## src/design/exe_config.svh

```systemverilog
`ifndef EXE_CONFIG_SVH
`define EXE_CONFIG_SVH

// datapath and address width
`define EXE_XLEN 32

// architectural register file
`define EXE_RADDR_W 5
`define EXE_NUM_REGS 32

// one strobe bit per byte of a data word
`define EXE_STRB_W 4

`endif

```

## src/design/exe_uop_pkg.sv

```systemverilog
`default_nettype none
`include "exe_config.svh"

package exe_uop_pkg;

    typedef enum logic [1:0] {
        UNIT_NONE,
        UNIT_ALU,
        UNIT_MUL,
        UNIT_MEM
    } unit_e;

    typedef enum logic [3:0] {
        ALU_ADD,
        ALU_SUB,
        ALU_SLT,
        ALU_SLTU,
        ALU_AND,
        ALU_OR,
        ALU_XOR,
        ALU_NOR,
        ALU_SLL,
        ALU_SRL,
        ALU_SRA,
        ALU_LUI
    } alu_op_e;

    typedef enum logic [1:0] {
        MUL_LO,
        MUL_HI_S,
        MUL_HI_U
    } mul_sel_e;

    typedef enum logic [1:0] {
        MEM_B,
        MEM_H,
        MEM_W
    } mem_width_e;

    typedef struct packed {
        unit_e                   unit;
        alu_op_e                 alu_op;
        logic                    use_imm;
        mul_sel_e                mul_sel;
        logic                    mem_write;
        mem_width_e              mem_width;
        logic                    sign_ext;
        logic [`EXE_RADDR_W-1:0] rd;
        logic [`EXE_RADDR_W-1:0] rj;
        logic [`EXE_RADDR_W-1:0] rk;
        // lui expects the immediate already shifted into place
        logic [`EXE_XLEN-1:0]    imm;
    } uop_t;

endpackage

`default_nettype wire

```

## src/design/exe_pipe_pkg.sv

```systemverilog
`default_nettype none
`include "exe_config.svh"

package exe_pipe_pkg;

    import exe_uop_pkg::*;

    typedef struct packed {
        logic                    valid;
        logic [`EXE_RADDR_W-1:0] rd;
        logic [`EXE_XLEN-1:0]    data;
    } lane_result_t;

    // 16x16 partial products, hh and ll land on the two result halves
    typedef struct packed {
        logic [`EXE_XLEN-1:0]    pp_hh;
        logic [`EXE_XLEN-1:0]    pp_hl;
        logic [`EXE_XLEN-1:0]    pp_lh;
        logic [`EXE_XLEN-1:0]    pp_ll;
        logic [`EXE_XLEN-1:0]    adj;
        mul_sel_e                sel;
        logic [`EXE_RADDR_W-1:0] rd;
    } mul_part_t;

    typedef struct packed {
        logic                    valid;
        logic                    write;
        logic                    sign_ext;
        mem_width_e              width;
        logic [`EXE_RADDR_W-1:0] rd;
        logic [`EXE_STRB_W-1:0]  strb;
        logic [`EXE_XLEN-1:0]    addr;
        logic [`EXE_XLEN-1:0]    wdata;
    } mem_entry_t;

endpackage

`default_nettype wire

```

## src/design/exe_bypass_if.sv

```systemverilog
`timescale 1ns/1ns
`default_nettype none
`include "exe_config.svh"

interface exe_bypass_if
    import exe_pipe_pkg::*;
(
    input logic clk
);

    // finished results still in flight
    lane_result_t s1_l0;
    lane_result_t s1_l1;
    lane_result_t s2_l0;
    lane_result_t s2_l1;

    // multiply or load in E1, result not ready yet
    logic                    pend_valid;
    logic [`EXE_RADDR_W-1:0] pend_rd;

    modport pipe (
        input  clk,
        output s1_l0, s1_l1, s2_l0, s2_l1, pend_valid, pend_rd
    );

    modport bypass (
        input clk, s1_l0, s1_l1, s2_l0, s2_l1, pend_valid, pend_rd
    );

endinterface

`default_nettype wire

```

## src/design/exe_alu.sv

```systemverilog
`timescale 1ns/1ns
`default_nettype none
`include "exe_config.svh"

module exe_alu
    import exe_uop_pkg::*;
(
    input  uop_t                 uop,
    input  logic [`EXE_XLEN-1:0] op0,
    input  logic [`EXE_XLEN-1:0] op1,
    output logic [`EXE_XLEN-1:0] result
);

    logic [`EXE_XLEN-1:0] b;
    logic [4:0]           shamt;
    logic                 lt_s;
    logic                 lt_u;

    assign b     = uop.use_imm ? uop.imm : op1;
    assign shamt = b[4:0];
    assign lt_s  = $signed(op0) < $signed(b);
    assign lt_u  = op0 < b;

    always_comb begin
        case (uop.alu_op)
            ALU_ADD:  result = op0 + b;
            ALU_SUB:  result = op0 - b;
            ALU_SLT:  result = {{(`EXE_XLEN-1){1'b0}}, lt_s};
            ALU_SLTU: result = {{(`EXE_XLEN-1){1'b0}}, lt_u};
            ALU_AND:  result = op0 & b;
            ALU_OR:   result = op0 | b;
            ALU_XOR:  result = op0 ^ b;
            ALU_NOR:  result = ~(op0 | b);
            ALU_SLL:  result = op0 << shamt;
            ALU_SRL:  result = op0 >> shamt;
            ALU_SRA:  result = $unsigned($signed(op0) >>> shamt);
            ALU_LUI:  result = uop.imm;
            default:  result = '0;
        endcase
    end

endmodule

`default_nettype wire

```

## src/design/exe_bypass.sv

```systemverilog
`timescale 1ns/1ns
`default_nettype none
`include "exe_config.svh"

module exe_bypass
    import exe_uop_pkg::*;
    import exe_pipe_pkg::*;
(
    input  uop_t                 lane0_uop,
    input  uop_t                 lane1_uop,
    input  logic [`EXE_XLEN-1:0] lane0_src0,
    input  logic [`EXE_XLEN-1:0] lane0_src1,
    input  logic [`EXE_XLEN-1:0] lane1_src0,
    input  logic [`EXE_XLEN-1:0] lane1_src1,
    input  logic                 lane0_en,
    input  logic                 lane1_en,
    exe_bypass_if.bypass         bus,
    output logic [`EXE_XLEN-1:0] lane0_op0,
    output logic [`EXE_XLEN-1:0] lane0_op1,
    output logic [`EXE_XLEN-1:0] lane1_op0,
    output logic [`EXE_XLEN-1:0] lane1_op1,
    output logic                 hazard
);

    // index 0 is the newest result
    lane_result_t [3:0] cand;

    function automatic logic [`EXE_XLEN-1:0] pick(
        input logic [`EXE_RADDR_W-1:0] rs,
        input logic [`EXE_XLEN-1:0]    rf_val,
        input lane_result_t [3:0]      c
    );
        logic [`EXE_XLEN-1:0] val;
        val = rf_val;
        // oldest first so the newest match wins
        for (int i = 3; i >= 0; i--) begin
            if (c[i].valid && c[i].rd == rs && rs != '0) begin
                val = c[i].data;
            end
        end
        return val;
    endfunction

    assign cand = {bus.s2_l0, bus.s2_l1, bus.s1_l0, bus.s1_l1};

    assign lane0_op0 = pick(lane0_uop.rj, lane0_src0, cand);
    assign lane0_op1 = pick(lane0_uop.rk, lane0_src1, cand);
    assign lane1_op0 = pick(lane1_uop.rj, lane1_src0, cand);
    assign lane1_op1 = pick(lane1_uop.rk, lane1_src1, cand);

    // r0 never reaches pend_rd, the pipe filters it
    assign hazard = bus.pend_valid && (
        (lane0_en && (lane0_uop.rj == bus.pend_rd || lane0_uop.rk == bus.pend_rd)) ||
        (lane1_en && (lane1_uop.rj == bus.pend_rd || lane1_uop.rk == bus.pend_rd)));

    hazard_not_r0: assert property (@(posedge bus.clk) hazard |-> bus.pend_rd != '0)
        else $error("load-use stall raised for r0");

endmodule

`default_nettype wire

```

## src/design/exe_lsu.sv

```systemverilog
`timescale 1ns/1ns
`default_nettype none
`include "exe_config.svh"

module exe_lsu
    import exe_uop_pkg::*;
    import exe_pipe_pkg::*;
(
    input  logic                    clk,
    input  logic                    rst_n,
    input  logic                    en,
    input  uop_t                    uop,
    input  logic [`EXE_XLEN-1:0]    base,
    input  logic [`EXE_XLEN-1:0]    store_data,
    output logic                    busy,
    output logic                    done,
    output logic [`EXE_RADDR_W-1:0] rd,
    output logic [`EXE_XLEN-1:0]    load_data,
    output logic                    mem_req_valid,
    input  logic                    mem_req_ready,
    output logic                    mem_req_write,
    output logic [`EXE_XLEN-1:0]    mem_req_addr,
    output logic [`EXE_STRB_W-1:0]  mem_req_strb,
    output logic [`EXE_XLEN-1:0]    mem_req_wdata,
    input  logic                    mem_rsp_valid,
    input  logic [`EXE_XLEN-1:0]    mem_rsp_rdata
);

    mem_entry_t           entry;
    mem_entry_t           entry_next;
    logic                 sent;
    logic [`EXE_XLEN-1:0] addr;
    logic [`EXE_XLEN-1:0] shifted;

    assign addr = base + uop.imm;

    always_comb begin
        entry_next.valid    = 1'b1;
        entry_next.write    = uop.mem_write;
        entry_next.sign_ext = uop.sign_ext;
        entry_next.width    = uop.mem_width;
        // stores have no destination
        entry_next.rd       = uop.mem_write ? '0 : uop.rd;
        entry_next.addr     = addr;
        case (uop.mem_width)
            MEM_B: begin
                entry_next.strb  = `EXE_STRB_W'(1) << addr[1:0];
                entry_next.wdata = {(`EXE_XLEN/8){store_data[7:0]}};
            end
            MEM_H: begin
                entry_next.strb  = `EXE_STRB_W'(3) << {addr[1], 1'b0};
                entry_next.wdata = {(`EXE_XLEN/16){store_data[15:0]}};
            end
            default: begin
                entry_next.strb  = '1;
                entry_next.wdata = store_data;
            end
        endcase
    end

    always_ff @(posedge clk) begin
        if (!rst_n) begin
            entry.valid <= 1'b0;
            sent        <= 1'b0;
        end else if (en) begin
            entry <= entry_next;
            sent  <= 1'b0;
        end else begin
            if (mem_req_valid && mem_req_ready) begin
                sent <= 1'b1;
            end
            if (mem_rsp_valid) begin
                entry.valid <= 1'b0;
            end
        end
    end

    assign mem_req_valid = entry.valid && !sent;
    assign mem_req_write = entry.write;
    assign mem_req_addr  = entry.addr;
    assign mem_req_strb  = entry.strb;
    assign mem_req_wdata = entry.wdata;

    assign busy = entry.valid && !mem_rsp_valid;
    assign done = entry.valid && mem_rsp_valid && entry.rd != '0;
    assign rd   = entry.rd;

    // addressed byte or half down to bit 0
    assign shifted = mem_rsp_rdata >> {entry.addr[1:0], 3'b000};

    always_comb begin
        case (entry.width)
            MEM_B:   load_data = {{(`EXE_XLEN-8){entry.sign_ext && shifted[7]}}, shifted[7:0]};
            MEM_H:   load_data = {{(`EXE_XLEN-16){entry.sign_ext && shifted[15]}},
                                  shifted[15:0]};
            default: load_data = shifted;
        endcase
    end

    req_stable: assert property (@(posedge clk) disable iff (!rst_n)
        mem_req_valid && !mem_req_ready |=> mem_req_valid &&
            $stable({mem_req_write, mem_req_addr, mem_req_strb, mem_req_wdata}))
        else $error("memory request changed while waiting for ready");

    rsp_outstanding: assert property (@(posedge clk) disable iff (!rst_n)
        mem_rsp_valid |-> entry.valid && sent)
        else $error("memory response without outstanding request");

endmodule

`default_nettype wire

```

## src/design/exe_mul.sv

```systemverilog
`timescale 1ns/1ns
`default_nettype none
`include "exe_config.svh"

module exe_mul
    import exe_uop_pkg::*;
    import exe_pipe_pkg::*;
(
    input  logic                    clk,
    input  logic                    rst_n,
    input  logic                    en,
    input  logic                    hold,
    input  uop_t                    uop,
    input  logic [`EXE_XLEN-1:0]    op0,
    input  logic [`EXE_XLEN-1:0]    op1,
    output logic                    done,
    output logic [`EXE_RADDR_W-1:0] rd,
    output logic [`EXE_XLEN-1:0]    product
);

    localparam int HALF = `EXE_XLEN / 2;

    mul_part_t                part;
    mul_part_t                part_next;
    logic [2*`EXE_XLEN-1:0]   full;

    always_comb begin
        part_next.pp_hh = op0[`EXE_XLEN-1:HALF] * op1[`EXE_XLEN-1:HALF];
        part_next.pp_hl = op0[`EXE_XLEN-1:HALF] * op1[HALF-1:0];
        part_next.pp_lh = op0[HALF-1:0] * op1[`EXE_XLEN-1:HALF];
        part_next.pp_ll = op0[HALF-1:0] * op1[HALF-1:0];
        // signed high word: take off each operand whose partner is negative
        part_next.adj = '0;
        if (uop.mul_sel == MUL_HI_S) begin
            part_next.adj = (op0[`EXE_XLEN-1] ? op1 : '0) + (op1[`EXE_XLEN-1] ? op0 : '0);
        end
        part_next.sel = uop.mul_sel;
        part_next.rd  = uop.rd;
    end

    always_ff @(posedge clk) begin
        if (!rst_n) begin
            done <= 1'b0;
        end else if (!hold) begin
            done <= en && uop.rd != '0;
        end
    end

    always_ff @(posedge clk) begin
        if (en && !hold) begin
            part <= part_next;
        end
    end

    // E1 sum of the shifted partial products
    assign full = {part.pp_hh, part.pp_ll}
                + {{HALF{1'b0}}, part.pp_hl, {HALF{1'b0}}}
                + {{HALF{1'b0}}, part.pp_lh, {HALF{1'b0}}};

    assign product = (part.sel == MUL_LO) ? full[`EXE_XLEN-1:0]
                                          : full[2*`EXE_XLEN-1:`EXE_XLEN] - part.adj;
    assign rd      = part.rd;

    // a multiply issued while frozen would be dropped
    no_issue_on_hold: assert property (@(posedge clk) disable iff (!rst_n)
        en |-> !hold)
        else $error("multiply issued while the pipeline is held");

endmodule

`default_nettype wire

```

## src/design/exe_stage.sv

```systemverilog
`timescale 1ns/1ns
`default_nettype none
`include "exe_config.svh"

module exe_stage
    import exe_uop_pkg::*;
    import exe_pipe_pkg::*;
(
    input  logic                    clk,
    input  logic                    rst_n,
    input  logic                    in_valid,
    output logic                    in_ready,
    input  logic                    lane0_en,
    input  uop_t                    lane0_uop,
    input  logic [`EXE_XLEN-1:0]    lane0_src0,
    input  logic [`EXE_XLEN-1:0]    lane0_src1,
    input  logic                    lane1_en,
    input  uop_t                    lane1_uop,
    input  logic [`EXE_XLEN-1:0]    lane1_src0,
    input  logic [`EXE_XLEN-1:0]    lane1_src1,
    output logic                    mem_req_valid,
    input  logic                    mem_req_ready,
    output logic                    mem_req_write,
    output logic [`EXE_XLEN-1:0]    mem_req_addr,
    output logic [`EXE_STRB_W-1:0]  mem_req_strb,
    output logic [`EXE_XLEN-1:0]    mem_req_wdata,
    input  logic                    mem_rsp_valid,
    input  logic [`EXE_XLEN-1:0]    mem_rsp_rdata,
    output logic                    wb0_valid,
    output logic [`EXE_RADDR_W-1:0] wb0_rd,
    output logic [`EXE_XLEN-1:0]    wb0_data,
    output logic                    wb1_valid,
    output logic [`EXE_RADDR_W-1:0] wb1_rd,
    output logic [`EXE_XLEN-1:0]    wb1_data
);

    logic                    accept;
    logic                    hazard;
    logic                    lsu_busy;
    logic                    lsu_done;
    logic                    mul_done;
    logic [`EXE_RADDR_W-1:0] mul_rd;
    logic [`EXE_RADDR_W-1:0] lsu_rd;
    logic [`EXE_XLEN-1:0]    mul_product;
    logic [`EXE_XLEN-1:0]    lsu_data;
    logic [`EXE_XLEN-1:0]    l0_op0;
    logic [`EXE_XLEN-1:0]    l0_op1;
    logic [`EXE_XLEN-1:0]    l1_op0;
    logic [`EXE_XLEN-1:0]    l1_op1;
    logic [`EXE_XLEN-1:0]    alu0_result;
    logic [`EXE_XLEN-1:0]    alu1_result;
    lane_result_t            s1_l0;
    lane_result_t            s1_l1;
    lane_result_t            s2_l0;
    lane_result_t            s2_l1;
    lane_result_t            e2_l0_next;
    // E2 was loaded at the last edge, not held
    logic                    wb_fresh;

    exe_bypass_if bus (.clk(clk));

    assign in_ready = !lsu_busy && !hazard;
    assign accept   = in_valid && in_ready;

    always_ff @(posedge clk) begin
        if (!rst_n) begin
            s1_l0.valid <= 1'b0;
            s1_l1.valid <= 1'b0;
        end else if (!lsu_busy) begin
            s1_l0 <= '{valid: accept && lane0_en && lane0_uop.unit == UNIT_ALU,
                       rd: lane0_uop.rd, data: alu0_result};
            s1_l1 <= '{valid: accept && lane1_en && lane1_uop.unit == UNIT_ALU,
                       rd: lane1_uop.rd, data: alu1_result};
        end
    end

    // lane 0 units finish in E1 and share one writeback
    always_comb begin
        e2_l0_next = s1_l0;
        if (mul_done) begin
            e2_l0_next = '{valid: 1'b1, rd: mul_rd, data: mul_product};
        end else if (lsu_done) begin
            e2_l0_next = '{valid: 1'b1, rd: lsu_rd, data: lsu_data};
        end
    end

    always_ff @(posedge clk) begin
        if (!rst_n) begin
            s2_l0.valid <= 1'b0;
            s2_l1.valid <= 1'b0;
            wb_fresh    <= 1'b0;
        end else begin
            wb_fresh <= !lsu_busy;
            if (!lsu_busy) begin
                s2_l0 <= e2_l0_next;
                s2_l1 <= s1_l1;
            end
        end
    end

    assign wb0_valid = s2_l0.valid && wb_fresh;
    assign wb0_rd    = s2_l0.rd;
    assign wb0_data  = s2_l0.data;
    assign wb1_valid = s2_l1.valid && wb_fresh;
    assign wb1_rd    = s2_l1.rd;
    assign wb1_data  = s2_l1.data;

    assign bus.s1_l0      = s1_l0;
    assign bus.s1_l1      = s1_l1;
    assign bus.s2_l0      = s2_l0;
    assign bus.s2_l1      = s2_l1;
    assign bus.pend_valid = mul_done || ((lsu_busy || lsu_done) && lsu_rd != '0);
    assign bus.pend_rd    = mul_done ? mul_rd : lsu_rd;

    exe_bypass bypass_i (
        .lane0_uop  (lane0_uop),
        .lane1_uop  (lane1_uop),
        .lane0_src0 (lane0_src0),
        .lane0_src1 (lane0_src1),
        .lane1_src0 (lane1_src0),
        .lane1_src1 (lane1_src1),
        .lane0_en   (lane0_en),
        .lane1_en   (lane1_en),
        .bus        (bus.bypass),
        .lane0_op0  (l0_op0),
        .lane0_op1  (l0_op1),
        .lane1_op0  (l1_op0),
        .lane1_op1  (l1_op1),
        .hazard     (hazard)
    );

    exe_alu alu0_i (.uop(lane0_uop), .op0(l0_op0), .op1(l0_op1), .result(alu0_result));
    exe_alu alu1_i (.uop(lane1_uop), .op0(l1_op0), .op1(l1_op1), .result(alu1_result));

    exe_mul mul_i (
        .clk     (clk),
        .rst_n   (rst_n),
        .en      (accept && lane0_en && lane0_uop.unit == UNIT_MUL),
        .hold    (lsu_busy),
        .uop     (lane0_uop),
        .op0     (l0_op0),
        .op1     (l0_op1),
        .done    (mul_done),
        .rd      (mul_rd),
        .product (mul_product)
    );

    exe_lsu lsu_i (
        .clk           (clk),
        .rst_n         (rst_n),
        .en            (accept && lane0_en && lane0_uop.unit == UNIT_MEM),
        .uop           (lane0_uop),
        .base          (l0_op0),
        .store_data    (l0_op1),
        .busy          (lsu_busy),
        .done          (lsu_done),
        .rd            (lsu_rd),
        .load_data     (lsu_data),
        .mem_req_valid (mem_req_valid),
        .mem_req_ready (mem_req_ready),
        .mem_req_write (mem_req_write),
        .mem_req_addr  (mem_req_addr),
        .mem_req_strb  (mem_req_strb),
        .mem_req_wdata (mem_req_wdata),
        .mem_rsp_valid (mem_rsp_valid),
        .mem_rsp_rdata (mem_rsp_rdata)
    );

endmodule

`default_nettype wire

```

## config.mk

```make
export PLATFORM = sky130hd
export DESIGN_NAME = exe_stage
export DESIGN_NICKNAME = d
export VERILOG_FILES = /design/src/design/exe_uop_pkg.sv /design/src/design/exe_pipe_pkg.sv /design/src/design/exe_bypass_if.sv /design/src/design/exe_alu.sv /design/src/design/exe_bypass.sv /design/src/design/exe_lsu.sv /design/src/design/exe_mul.sv /design/src/design/exe_stage.sv
export VERILOG_INCLUDE_DIRS = /design/src /design/src/design
export SDC_FILE = /design/constraint.sdc
export NUM_CORES = 2
export LEC_CHECK = 0
export ABC_AREA = 1
export BUFFER_PORTS_ARGS = -buffer_cell sky130_fd_sc_hd__buf_2
export CAP_MARGIN = 20
export CORE_UTILIZATION = 55
export DETAILED_ROUTE_END_ITERATION = 10
export MAX_ROUTING_LAYER = met4
export PLACE_DENSITY = 0.87
export RECOVER_POWER = 25
export SYNTH_ARGS = -nofsm -noshare
export SYNTH_HDL_FRONTEND = slang
export SYNTH_SLANG_ARGS = --single-unit
```

## constraint.sdc

```tcl
create_clock -name clk -period 15.4 [get_ports clk]
set_clock_uncertainty 0.1 [all_clocks]
set_input_delay 3.08 -clock clk [delete_from_list [all_inputs] [get_ports clk]]
set_output_delay 3.08 -clock clk [all_outputs]
set_load 0.01 [all_outputs]
```

==> reports/metrics.csv <==
stage,metric,value,unit
run_status,run status,finished with violations,
run_status,violated checks,"capacitance limit, slew limit",
global_routing,global-route wire length before repair,581000,um
routing,via count,88000,
logic_synthesis,post-synthesis adder-cell area fraction,30.5,%
routing,DR WL/cell,28.8,um
logic_synthesis,post-synthesis sequential element count,400,
clock_tree,Longest Clk Path Bufs,3,
worst_hold_path,Worst Hold Class,reg2reg,
critical_path,crit-path max FO,36,
routing,drt pass-1 iters,9,
die,starting density of the core,55.6,%
critical_path,Critical Path End Type,register,
die,row cnt,142,
critical_path,crit path from,lane0_uop[37],
clock_tree,H-Tree Depth,2,
critical_path,CP startpoint kind,input pin,
clock_tree,CTS tree,done,
logic_synthesis,compound-cell area share of the yosys netlist,13.2,%
global_routing,vias in the first global route,83800,
timing,RSZ-0062 raised after global routing,no,
die,die area,0.154,sq mm
final_layout,area grow syn2layout,5.48,%
logic_synthesis,post-synthesis mux area share,0.0717,%
timing,slew margin rel.,-506,%
clock_tree,Num CTS Buffers,53,
logic_synthesis,Post-synth ARST share,0,%
logic_synthesis,largest family of logic cells by synthesized area,adder cells,
logic_synthesis,Yosys Warn Count,0,
critical_path,critical path arrival,13100,ps
critical_path,r2r startpoint,wb1_rd[1],
critical_path,critical path type,in2reg,
power_and_ir_drop,Static Leakage,46.2,nW
routing,initial DRC count,11700,
placed_design,DPL Wire Length,314000,um
die,Die Ht,392,um
routing,Residual DRC,0,
timing,Max Slew Vio Count,137,
timing,Worst Max-Slew Pin Slew,9090,ps
final_layout,most frequent cells in the layout,"nand2_1, inv_1, nand3_1",
clock_tree,clock latency on the worst-skew pair,710,ps
routing,ANT nets after route,0,
die,width of the die,392,um
logic_synthesis,Netlist cell types,76,
clock_tree,Root Driver,clkbuf_16,
final_layout,final non-filler cell total,14100,
critical_path,Worst Path Required,15720,ps
timing,Final Setup Violations,0,
logic_synthesis,mapped cell area,0.0837,sq mm
timing,setup_tns,0,ps
timing,minimum clock period,12780,ps
critical_path,R2R depth,31,
clock_tree,clock-pin slew on the worst setup and hold paths,80,ps
final_layout,"commonest non-fill, non-tap cell in the layout",nand2_1,
routing,routed vias/inst,6.22,
die,num ports,434,
final_layout,layout filler cell count,14400,
final_layout,Nets,13800,
flow_run,Max Cap Viol,1,
placed_design,Placed Cells,13900,
power_and_ir_drop,pwr dens,209,mW/mm^2
placed_design,I/O Buffers,427,
logic_synthesis,Post-synth EDFFs,392,
placed_design,GPL Wtd Cong,1.08,
worst_hold_path,hold depth,0,
power_and_ir_drop,Max rail drop VDD,0.358,mV
die,Core ar.,0.150,sq mm
logic_synthesis,Synth Instances,12000,
timing,Final Cycle Share,83.0,%
clock_tree,total clock sinks,400,
global_routing,initial antenna violation count,80,
global_routing,largest net degree at the start of global routing,160,
clock_tree,Setup Buffers After CTS,0,
logic_synthesis,Syn Area/Cell,6.97,sq um
clock_tree,CTS Hold Buffers Added,0,
global_routing,GRT Total Usage,54.5,%
timing,hold_ws,349,ps
clock_tree,post-CTS sizing,0,
critical_path,crit-path most repeated cell,fa_1,
timing,worst setup margin,2620,ps
final_layout,share of cells above drive strength 1,7.08,%
routing,Post-Route WL,407000,um
logic_synthesis,Synth Area in Simple Gates,24.8,%
logic_synthesis,syn nets,13800,
logic_synthesis,sequential fraction of the synthesis area,14.3,%
critical_path,"slowest stage delay, CP",1010,ps
worst_hold_path,Worst Hold Launch,bus.s1_l1[17],
placed_design,"worst slack, placed",2640,ps
timing,Max Freq,0.0782,GHz
critical_path,Crit-path slowest cell,a21oi_2,
global_routing,Congestion Overflow GR,0,
logic_synthesis,"Top FF cell, synth",edfxtp_1,
timing,Final Hold Vio Count,0,
logic_synthesis,Post-Synth XOR/XNOR Area,2.61,%
==> report_power, final <==
part	switching, W	internal, W	leakage, nW	total [W]
registers	0.000242	0.00195	3.80	0.00219
clock network	0.000609	0.000736	0.874	0.00135
logic	0.00965	0.00523	41.5	0.0149
total	0.0105	0.00791	46.2	0.0184
==> metrics by stage <==
step	cell area (sq um)	utilization (%)	power [W]
5_1_grt	88200	58.6	0.0199
4_1_cts	88200	58.6	0.0180
3_5_place_dp	86400	57.4	0.0166
2_1_floorplan	83700	-	0.0123
6_report	88300	58.7	0.0184
3_3_place_gp	86300	57.4	0.0163
==> final cells by class <==
class | count | area (sq um) | area share [%]
multi-input combinational | 8609 | 59700 | 67.6
sequential | 400 | 11900 | 13.5
inverter | 2319 | 8710 | 9.86
timing repair buffer | 602 | 3420 | 3.87
tap | 2016 | 2520 | 2.86
clock buffer | 63 | 1430 | 1.62
clock inverter | 34 | 337 | 0.381
antenna | 95 | 238 | 0.269
==> worst max-delay path, delay by kind of cell <==
family | cells | cell delay, ps
adder cells (fa/ha/maj) | 7 | 3300
AND/OR/NAND/NOR | 7 | 1390
buffers and inverters | 8 | 1910
XOR/XNOR | 1 | 160
AO/OA/AOI/OAI | 9 | 3180
==> metal layers <==
| layer | GRT usage (%) | share of wire [%] | vias to the layer above | wire length (um) |
|---|---|---|---|---|
| li1 | - | - | 38200 | - |
| met1 | 61.8 | 35 | 41300 | 141000 |
| met2 | 73.5 | 40 | 6640 | 163000 |
| met3 | 22.7 | 14 | 1832 | 58100 |
| met4 | 47.2 | 11 | 0 | 44500 |
| met5 | - | 0 | - | 0 |
==> logic make-up (layout without fill, tap and decap cells) <==
logic type / count (synthesis) / count (layout)
AO/OA/AOI/OAI: 1880 / 1880
XOR/XNOR: 249 / 249
adder cells (fa/ha/maj): 1550 / 1550
buffers and inverters: 2996 / 3018
flip-flops: 400 / 400
multiplexers: 6 / 6
other: 0 / 95
AND/OR/NAND/NOR: 4924 / 4924
==> sequential cells by signal, summed over array words and instances (netlist names), 5 cells and up <==
| name | count |
|---|---|
| bus.s1_l0 | 38 |
| lsu_i.mem_req_addr | 32 |
| wb1_rd | 5 |
| bus.s1_l1 | 38 |
| wb0_rd | 5 |
| lsu_i.mem_req_wdata | 32 |
| lsu_i.rd | 5 |
| wb1_data | 32 |
| mul_i.part | 162 |
| mul_i.rd | 5 |
| wb0_data | 32 |
==> path summary, 6_finish.rpt <==
kind	end	slack (ps)
max	mul_i.part[100]	2620
min	wb1_data[17]	350
max reg2reg	mul_i.part[100]	4690
min reg2reg	wb1_data[17]	350
==> synthesized netlist by cell type (all sizes together), types with 8 or more instances <==
cell type,number,area [sq um]
a211oi,34,255
a21boi,20,154
a21o,23,173
a21oi,661,3530
a221oi,18,158
a22oi,25,193
a31oi,62,388
and2,8,50.1
buf,404,2530
clkbuf,273,1030
clkinv,10,37.5
dfxtp,8,160
edfxtp,392,11800
fa,816,16300
ha,734,9180
inv,2309,8670
nand2,2835,10800
nand3,1137,5790
nand3b,9,67.6
nand4,57,357
nor2,749,2950
nor3,60,322
nor4,30,188
o2111ai,25,219
o211ai,141,1060
o21a,43,323
o21ai,691,3510
o21bai,18,135
o221ai,29,254
o22ai,49,307
o31ai,12,90.1
or2,30,190
xnor2,86,753
xor2,163,1430
Power figures use the tool's default switching activity.
